### config.mk
export PLATFORM = sky130hd
export DESIGN_NAME = cache_controller
export DESIGN_NICKNAME = d
export VERILOG_FILES = /design/src/logic/l1_cache_pkg.sv /design/src/logic/cache_controller.sv
export SDC_FILE = /design/constraint.sdc
export NUM_CORES = 1
export LEC_CHECK = 0
export ABC_AREA = 1
export BUFFER_PORTS_ARGS = -buffer_cell sky130_fd_sc_hd__buf_2
export CORE_AREA = 2 2 39 41
export DETAILED_ROUTE_END_ITERATION = 10
export DIE_AREA = 0 0 41 43
export GPL_ROUTABILITY_DRIVEN = 1
export GPL_TIMING_DRIVEN = 0
export HOLD_SLACK_MARGIN = 0.05
export PLACE_DENSITY = 0.54
export SETUP_SLACK_MARGIN = 0.3
export SYNTH_ARGS = -nofsm -noshare
export SYNTH_HDL_FRONTEND = slang
export SYNTH_SLANG_ARGS = --single-unit
### constraint.sdc
create_clock -name clk -period 1.8 [get_ports clk]
set_input_delay 0.36 -clock clk [delete_from_list [all_inputs] [get_ports clk]]
set_output_delay 0.36 -clock clk [all_outputs]
set_load 0.01 [all_outputs]
### src/logic/l1_cache_pkg.sv
`default_nettype none

package l1_cache_pkg;

    localparam int data_width = 32;
    localparam int set_width = 9;
    localparam int tag_width = data_width - set_width - 2;
    localparam int num_sets = 2 ** set_width;

    // a request address seen either as one word or as its lookup fields
    typedef union packed {
        logic [data_width-1:0] word;
        struct packed {
            logic [tag_width-1:0] tag;
            logic [set_width-1:0] index;
            logic [1:0]           offset; // byte offset, always zero toward memory
        } f;
    } cache_addr_t;

    // miss sequencing of the controller
    typedef enum logic [1:0] {
        idle,
        write_back,
        read_miss,
        write_miss
    } ctrl_state_t;

endpackage

`default_nettype wire

### src/logic/cache_controller.sv
`default_nettype none

module cache_controller (
    input  logic clk,
    input  logic rst_n,
    input  logic load,
    input  logic store,
    input  logic way_hit,
    input  logic victim_dirty,
    input  logic mem_ready,
    input  logic victim_way,
    input  logic hit_way,
    output logic busy,
    output logic mem_read,
    output logic mem_write,
    output logic mem_addr_sel_victim,
    output logic tag_we,
    output logic store_hit_we,
    output logic fill_dirty,
    output logic data_we,
    output logic data_sel_mem,
    output logic lru_touch,
    output logic fill_way_hold
);
    import l1_cache_pkg::*;

    ctrl_state_t state;
    logic        request;
    logic        idle_free;

    assign request = load | store;

    // idle with busy low is the only place a hit completes toward the processor
    assign idle_free = (state == idle) && !busy;

    assign store_hit_we = idle_free && store && way_hit;
    assign tag_we = (state == write_miss) || ((state == read_miss) && mem_ready);
    assign data_we = tag_we || store_hit_we;
    assign data_sel_mem = (state == read_miss);
    assign fill_dirty = (state == write_miss); // a store allocate leaves the line dirty
    assign lru_touch = tag_we || (idle_free && request && way_hit);

    always_ff @(posedge clk or negedge rst_n) begin
        if (!rst_n) begin
            state <= idle;
            busy <= 1'b0;
            mem_read <= 1'b0;
            mem_write <= 1'b0;
            mem_addr_sel_victim <= 1'b0;
            fill_way_hold <= 1'b0;
        end else begin
            unique case (state)
                idle: begin
                    if (request && !way_hit) begin
                        busy <= 1'b1;
                        fill_way_hold <= victim_way; // the fill must land where the victim was
                        if (victim_dirty) begin
                            mem_write <= 1'b1;
                            mem_addr_sel_victim <= 1'b1;
                            state <= write_back;
                        end else if (load) begin
                            mem_read <= 1'b1;
                            state <= read_miss;
                        end else begin
                            state <= write_miss;
                        end
                    end else begin
                        busy <= 1'b0;
                    end
                end

                write_back: begin
                    if (mem_ready) begin
                        mem_write <= 1'b0;
                        mem_addr_sel_victim <= 1'b0;
                        if (load) begin
                            mem_read <= 1'b1;
                            state <= read_miss;
                        end else begin
                            state <= write_miss;
                        end
                    end
                end

                read_miss: begin
                    if (mem_ready) begin
                        mem_read <= 1'b0; // fill is written on this same edge
                        state <= idle;
                    end
                end

                write_miss: begin
                    state <= idle;
                end

                default: begin
                    state <= idle;
                end
            endcase
        end
    end

    a_strobe_excl: assert property (
        @(posedge clk) disable iff (!rst_n) !(mem_read && mem_write)
    );

    a_strobe_busy: assert property (
        @(posedge clk) disable iff (!rst_n) (mem_read || mem_write) |-> busy
    );

    // with the request held, the line just filled must hit in the latched way
    a_fill_hits: assert property (
        @(posedge clk) disable iff (!rst_n)
        tag_we |=> (way_hit && (hit_way == fill_way_hold))
    );

endmodule

`default_nettype wire

# After elaboration in Yosys (flattened, before gate mapping)

Index checks and enable logic that the tools add are counted.

Word-level logic and storage cells: 49
Register bits after elaboration: 6

Reduce and logical (&&, ||, !) cells: 19
Bitwise operators: 1
Multiplexer cells: 16
Equal/unequal tests: 8

Operator list:

| operator           | number |
|---|---|
| $mux 1             | 9 |
| $mux 2             | 4 |
| $ne 2x2->1 const B | 4 |
| $pmux 2 s4         | 1 |
| $logic_and 1x1->1  | 7 |
| $reduce_and 5->1   | 1 |
| $eq 2x2->1 const B | 2 |
| $reduce_and 4->1   | 1 |
| $logic_or 1x1->1   | 3 |
| $pmux 1 s3         | 1 |
| $reduce_and 3->1   | 1 |
| $reduce_bool 3->1  | 1 |
| $eq 2x1->1 const B | 1 |
| $logic_not 1->1    | 2 |
| $logic_not 2->1    | 1 |
| $ne 2x1->1 const B | 1 |
| $pmux 1 s2         | 1 |
| $reduce_and 2->1   | 1 |
| $reduce_bool 2->1  | 1 |
| $or 1x1->1         | 1 |

# Depth between registers and ports, before layout

Gate-level depths: netlist of run 1.

Depth in word-level cells: 5
Gate-level depth with buffers: 6

# Least setup slack after synthesis of run 1

OpenSTA, ideal clock, no wires.

Path type: register to output
Start point: register state[0]
End point: output lru_touch
Setup slack: 0.471 ns
Stages on the path, launching flop included: 4
Data arrival time: 0.969 ns
Data required time: 1.440 ns
Cell sequence: dfrtp_1 nor2_2 nand2_2 o31ai_2

Word-level cells in the longest chain between the ends: 5
Elaborated cells between the ends (all ways): 9
Classes of those cells: eq/ne (2); reduce/logical (7)

Ends and longest elaborated chain:

| element                         | line                   | RTL |
|---|---|---|
| from (decl)                     | cache_controller.sv:27 | `ctrl_state_t state;` |
| from (signal assigned)          | cache_controller.sv:45 | `state <= idle;` |
| from (signal assigned)          | cache_controller.sv:60 | `state <= write_back;` |
| from (signal assigned)          | cache_controller.sv:63 | `state <= read_miss;` |
| $logic_not 2->1                 | cache_controller.sv:34 | `assign idle_free = (state == idle) && !busy;` |
| $logic_and 1x1->1               | cache_controller.sv:34 |  |
| $logic_and 1x1->1 (2 in series) | cache_controller.sv:41 | `assign lru_touch = tag_we \|\| (idle_free && request && way_hit);` |
| $logic_or 1x1->1 (*)            | cache_controller.sv:41 |  |
| to (decl)                       | cache_controller.sv:22 | `output logic lru_touch,` |

Mark *: on every way between the ends. The rest lies on a longest branch, timed or not.

# Final worst setup path of run 1

Ends and elaborated chain as after synthesis.

==> metrics.csv, run 1 <==
stage,metric,value,unit
floorplan,Core ar.,0.00138,mm²
detailed_routing,WL final,837,µm
sta,Final Hold Fails,0,
worst_setup_path,crit end category,primary output,
synthesis,"Seq/Total Area, Yosys",41.4,%
global_routing,global-route wire length before repair,1320,µm
power,Power Total,0.966,mW
power,P_leak,0.325,nW
synthesis,largest family of logic cells by synthesized area,simple AND/OR/NAND/NOR gates,
synthesis,top post-synthesis cells by area,"dfrtp_1, nand2_1, o21ai_1, inv_1, nor2_1",
finish,most frequent cells in the layout,"nand2_1, buf_2, inv_1",
worst_setup_path,Worst Path Max Fanout,4,
finish,end-of-flow core utilization,39.7,%
synthesis,Netlist cell types,14,
synthesis,Yosys top cell area share,41.4,%
power,maximum VDD drop,0.667,mV
floorplan,Die Height,43,µm
synthesis,"flops & latches, synth",6,
global_routing,global route overflow,0,
synthesis,Mapped Avg Cell Area,6.85,µm²
synthesis,multiplexer share of the synthesized area,0,%
sta,Slew @ Worst Pin,0.174,ns
floorplan,I/O pins,20,
sta,final setup fails,0,
detailed_routing,drt wl/cell,8.81,µm
worst_hold_path,HP Class,primary input to register,
clocking,H-tree depth,1,
floorplan,Die W,41,µm
synthesis,post-synth top area cell,dfrtp_1,
synthesis,syn nets,62,
synthesis,XOR/XNOR Fraction of Synth Area,0,%
clocking,Worst-path clk slew,0.04,ns
sta,Fmax,648,MHz
clocking,CTS tree,done,
floorplan,Initial Util,26.2,%
outcome,status,"finished, final reports clean",
global_routing,vias in the first global route,356,
sta,Tmin final,1.54,ns
clocking,CTS max path bufs,2,
clocking,"Clk Latency, worst-skew pair",0.23,ns
sta,RSZ-0062 raised after global routing,yes,
sta,Final Cycle Share,85.8,%
sta,relative slew slack,88.3,%
synthesis,Post-Synth Simple-Gate Area,33.1,%
detailed_routing,Detail Route Antenna Nets,0,
synthesis,Syn. warnings,0,
global_routing,largest net degree at the start of global routing,7,
worst_setup_path,Startpoint Class,register,
synthesis,Synth Area in Compound Gates,15.2,%
sta,hold_ws,0.379,ns
detailed_routing,1st-iter DRT viols,2,
worst_setup_path,Worst Path Arrival,1.18,ns
detailed_routing,vias per cell,4.40,
clocking,TritonCTS Buffers,3,
placement,post-detail-place hpwl,670,µm
finish,share of cells above drive strength 1,43.0,%
detailed_routing,DRC violation count after routing,0,
placement,port buffer count,18,
floorplan,Die ar.,0.00176,mm²
sta,Slew Limit Fails,0,
synthesis,Mapped Cells,53,
detailed_routing,number of iterations in the first detailed-routing pass,4,
synthesis,Netlist Area Pre-Place,363,µm²
flow_run,# Max-Cap Violations,0,
clocking,clock sink total,6,
power,pwr/cell area,1760,mW/mm²
global_routing,initial antenna violation count,0,
global_routing,gr usage total,11.4,%
finish,antenna cells,0,
synthesis,adder-cell share of the synthesized area,0,%
floorplan,Core Rows,14,
worst_setup_path,Crit path required time,1.44,ns
sta,clk_skew,0.00167,ns
sta,Setup Total Neg Slack,0,ns
placement,Final Wtd Congestion,0.753,
clocking,CTS Root Cell,clkbuf_4,
finish,area delta synth->final,51.4,%
worst_setup_path,CP Class,register to primary output,
finish,nets,90,
detailed_routing,DR vias,418,
-- metrics by stage --
stage | area [µm²] | setup WS, ns | cells
after floorplan | 363 | 0.471 | 53
after global placement | 473 | 0.330 | 87
after detailed placement | 473 | 0.334 | 87
after CTS | 532 | 0.239 | 93
after global routing | 549 | 0.202 | 95
final | 549 | 0.256 | 95
-- metal layers --
| metal | global-route usage (%) | wire length (µm) | vias up |
|---|---|---|---|
| li1 | - | - | 222 |
| met1 | 11.6 | 355 | 181 |
| met2 | 18.8 | 410 | 15 |
| met3 | 3.14 | 71 | 0 |
| met4 | 8.00 | 0 | 0 |
| met5 | 0 | 0 | - |
-- state kept, by name, indices dropped and copies added, names as in the netlist --
| name | flops |
|---|---|
| state | 2 |
| busy | 1 |
| fill_way_hold | 1 |
| mem_addr_sel_victim | 1 |
| mem_read | 1 |
-- worst max-delay path, cell delays in order (launching register included) --
cell and delay (ns):
dfrtp_2 0.43, nor2_4 0.12, nand2_2 0.07, o31ai_2 0.16, buf_2 0.16
-- final cells by class --
cell class / instances / area, µm²
fillers: 145 / 835
multi-input cells: 38 / 186
flip-flops and latches: 6 / 153
repair buffers: 23 / 130
inverters: 8 / 30.0
clock buffers: 3 / 22.5
well taps: 16 / 20.0
plain buffers: 1 / 7.51
-- where the power goes --
part | leakage, nW | total [mW] | switching, mW | internal, mW
Combinational | 0.241 | 0.579 | 0.317 | 0.262
Clock | 0.0138 | 0.115 | 0.0402 | 0.0748
Sequential | 0.0709 | 0.272 | 0.0644 | 0.208
Total | 0.325 | 0.966 | 0.421 | 0.545
-- path summary, 6_finish.rpt --
| kind | start | end | slack (ns) | depth (start not counted) |
|---|---|---|---|---|
| max | state[0] | lru_touch | 0.26 | 4 |
| min | victim_way | fill_way_hold | 0.38 | 3 |
| max reg2reg | state[1] | mem_read | 0.71 | 7 |
| min reg2reg | mem_read | mem_read | 0.49 | 2 |
| max in group asynchronous | rst_n | state[0] | 1.17 | 2 |
| min in group asynchronous | rst_n | mem_read | 0.47 | 2 |
-- repair_timing --
item | CTS | global route
hold endpoints to repair | 6 | 0
gates resized for setup | 4 | 1
hold buffers | 1 | 0
endpoints found under the setup margin | 3 | 6
pin swaps | 1 | 1
buffers inserted | 2 | 2
-- cells by family (layout without fill, tap and decap cells) --
logic type             count (synthesis)  count (layout)
DFF                                    6               6
AOI/OAI and AO/OA                      9               9
and+or+nand+nor                       29              29
buffers and inverters                  9              35
-- cells in the mapped netlist (all sizes together) --
| library cell | number |
|---|---|
| a21oi | 1 |
| buf | 1 |
| dfrtp | 6 |
| inv | 8 |
| nand2 | 19 |
| nand3 | 3 |
| nand4 | 1 |
| nor2 | 6 |
| o21ai | 6 |
| o31ai | 2 |
Note: power is estimated with default switching activity, not from simulation.
==> run 2: changes to the inputs <==
- CELL_PAD_IN_SITES_DETAIL_PLACEMENT: unset -> 1
- CELL_PAD_IN_SITES_GLOBAL_PLACEMENT: unset -> 1
- CORE_AREA: 2 2 39 41 -> 2 2 41 43
- DIE_AREA: 0 0 41 43 -> 0 0 43 45
- PLACE_DENSITY: 0.54 -> 0.68
- clock period: 1.8 -> 1.6 ns (I/O delays scaled with it)
==> run 2 against run 1 <==
Hold slack got worse by 0.054 ns. Largest cell class unchanged. First-iteration DRC count rose to 2.5 times the previous value. Count of clock-buffer cells in the layout did not move. Worst setup slack got worse by 0.19 ns. Combinational power rose by 65%. Non-clock buffer count rose by 6. Die area rose by 9.8%.
==> metrics.csv, run 2 (synthesized netlist as in run 1, its figures left out) <==
stage,metric,value,unit,change
outcome,status,"finished, final reports clean",,
floorplan,Core Rows,14,,unchanged
worst_setup_path,Slowest cell on crit path,dfrtp_2,,
placement,placed cell areas,473,µm²,unchanged
sta,Slew @ Worst Pin,0.207,ns,+0.0325 ns
worst_setup_path,Worst Path Max Fanout,4,,unchanged
worst_setup_path,Crit path required time,1.28,ns,-0.16 ns
detailed_routing,number of iterations in the first detailed-routing pass,2,,-2
sta,RSZ-0062 raised after global routing,yes,,
floorplan,Die ar.,0.00194,mm²,+9.8%
floorplan,Initial Util,24.7,%,-1.6 points
finish,"commonest non-fill, non-tap cell in the layout",buf_2,,
global_routing,vias in the first global route,496,,+39%
power,P_leak,0.368,nW,+13%
sta,Final Hold Fails,0,,unchanged
floorplan,I/O pins,20,,unchanged
placement,placed insts,87,,unchanged
clocking,CTS Root Cell,clkbuf_4,,
sta,Final Cycle Share,95.7,%,
clocking,clock sink total,6,,unchanged
worst_hold_path,HP Class,primary input to register,,
worst_setup_path,crit path cell chain,nor2_4 -> nand2_4 -> o31ai_2 -> buf_2,,
global_routing,gr usage total,14.6,%,+3.2 points
worst_setup_path,Top Family by Delay on Critical Path,flip-flops,,
sta,Tmin final,1.53,ns,
detailed_routing,Detail Route Antenna Nets,0,,unchanged
clocking,"Clk Latency, worst-skew pair",0.24,ns,about the same
flow_run,# Max-Cap Violations,0,,unchanged
detailed_routing,WL final,1280,µm,+53%
sta,hold_ws,0.325,ns,-0.0544 ns
worst_setup_path,max incr delay on CP,0.45,ns,+0.02 ns
finish,antenna cells,0,,unchanged
worst_setup_path,sum of buffers and inverters on the critical path,1,,unchanged
global_routing,initial antenna violation count,0,,unchanged
sta,relative slew slack,86.1,%,-2.1 points
finish,end-of-flow core utilization,44.8,%,+5.1 points
detailed_routing,DRC violation count after routing,0,,unchanged
clocking,TritonCTS Buffers,3,,unchanged
detailed_routing,drt wl/cell,12.7,µm,+44%
worst_setup_path,Startpoint Class,register,,
floorplan,Die W,43,µm,+4.9%
sta,Fmax,653,MHz,
sta,clk_skew,0.00468,ns,+0.00301 ns
power,pwr/cell area,2130,mW/mm²,+21%
finish,most frequent cells in the layout,"buf_2, nand2_1, buf_4",,
detailed_routing,vias per cell,4.66,,+6.0%
power,maximum VDD drop,0.850,mV,+27%
clocking,CTS max path bufs,2,,unchanged
finish,Final Non-Filler Cells,101,,+6.3%
finish,share of cells above drive strength 1,57.6,%,+15 points
sta,Setup Total Neg Slack,0,ns,unchanged
finish,post-route cell area,659,µm²,+20%
worst_setup_path,crit end category,primary output,,
placement,Final Wtd Congestion,0.780,,+3.6%
global_routing,global-route wire length before repair,2060,µm,+57%
clocking,H-tree depth,1,,unchanged
detailed_routing,1st-iter DRT viols,5,,+3
global_routing,global route overflow,0,,unchanged
finish,area delta synth->final,81.7,%,
detailed_routing,DR vias,471,,+13%
clocking,CTS tree,done,,
worst_hold_path,Hold Crit Start,victim_way,,
worst_setup_path,reg2reg setup slack,0.30,ns,-0.41 ns
worst_setup_path,Reg-to-Reg Start,state[0],,
finish,largest register by flop count,state,,
finish,nets,96,,+6.7%
worst_setup_path,Setup crit start,state[0],,
placement,port buffer count,18,,unchanged
sta,Slew Limit Fails,0,,unchanged
worst_setup_path,Worst Path Arrival,1.21,ns,+0.03 ns
global_routing,largest net degree at the start of global routing,7,,unchanged
clocking,Worst-path clk slew,0.05,ns,about the same
floorplan,Die Height,45,µm,+4.7%
placement,post-detail-place hpwl,838,µm,+25%
sta,final setup fails,0,,unchanged
worst_setup_path,CP Class,register to primary output,,
finish,max reg flops,2,,unchanged
floorplan,Core ar.,0.00147,mm²,+6.3%
==> run 2: cell count changes in the layout (fill, tap and decap cells not counted), moves of 3 or more <==
| cell | delta |
|---|---|
| nand2_1 | -4 |
| buf_4 | +4 |
| buf_6 | +3 |
| nand2_2 | +3 |
==> run 2: what timing repair did <==
action / 4_1_cts / 5_1_grt
setup endpoints to repair: 6 / 9
endpoints found under the hold margin: 6 / 0
setup buffers: 7 / 3
hold buffers: 1 / 0
gates resized for setup: 10 / 13
pin swaps: 2 / 3
==> run 2: metrics by stage <==
stage	setup slack [ns]	total power, mW
after floorplan	0.311	0.656
after global placement	0.153	0.856
after CTS	0.0625	1.24
final	0.0681	1.41
after global routing	-0.00176	1.53
after detailed placement	0.104	0.872
==> run 2: final timing paths <==
kind                       cells after the start       endpoint
max                                            4      lru_touch
min                                            3  fill_way_hold
min reg2reg                                    2  fill_way_hold
min in group asynchronous                      2           busy
max in group asynchronous                      2       state[0]
max reg2reg                                    9       mem_read
==> run 2: where the power goes <==
part | internal, mW | switching [mW] | leakage (nW)
clock network | 0.0848 | 0.0537 | 0.0138
logic | 0.458 | 0.497 | 0.283
registers | 0.233 | 0.0785 | 0.0709
==> run 2: cell type report <==
type / count / area (µm²)
Buffer: 1 / 7.51
Clock buffer: 3 / 22.5
Fill cell: 200 / 812
Inverter: 8 / 37.5
Multi-Input combinational cell: 38 / 230
Sequential cell: 6 / 153
Tap cell: 16 / 20.0
Timing Repair Buffer: 29 / 189
==> run 2: metal layers <==
layer  up-vias  track usage, %  part of all wire [%]
met4         0            5.45                     0
met1       223            16.1                    44
met5         -               0                     0
met3         0            5.20                   5.5
met2        16            26.1                    51
li1        232               -                     -
==> run 2: worst register-to-register path: cells and delay by family (launching register included) <==
family        cells  cell delay, ns
buf+inv           4            0.46
flops             1            0.45
simple gates      5            0.28
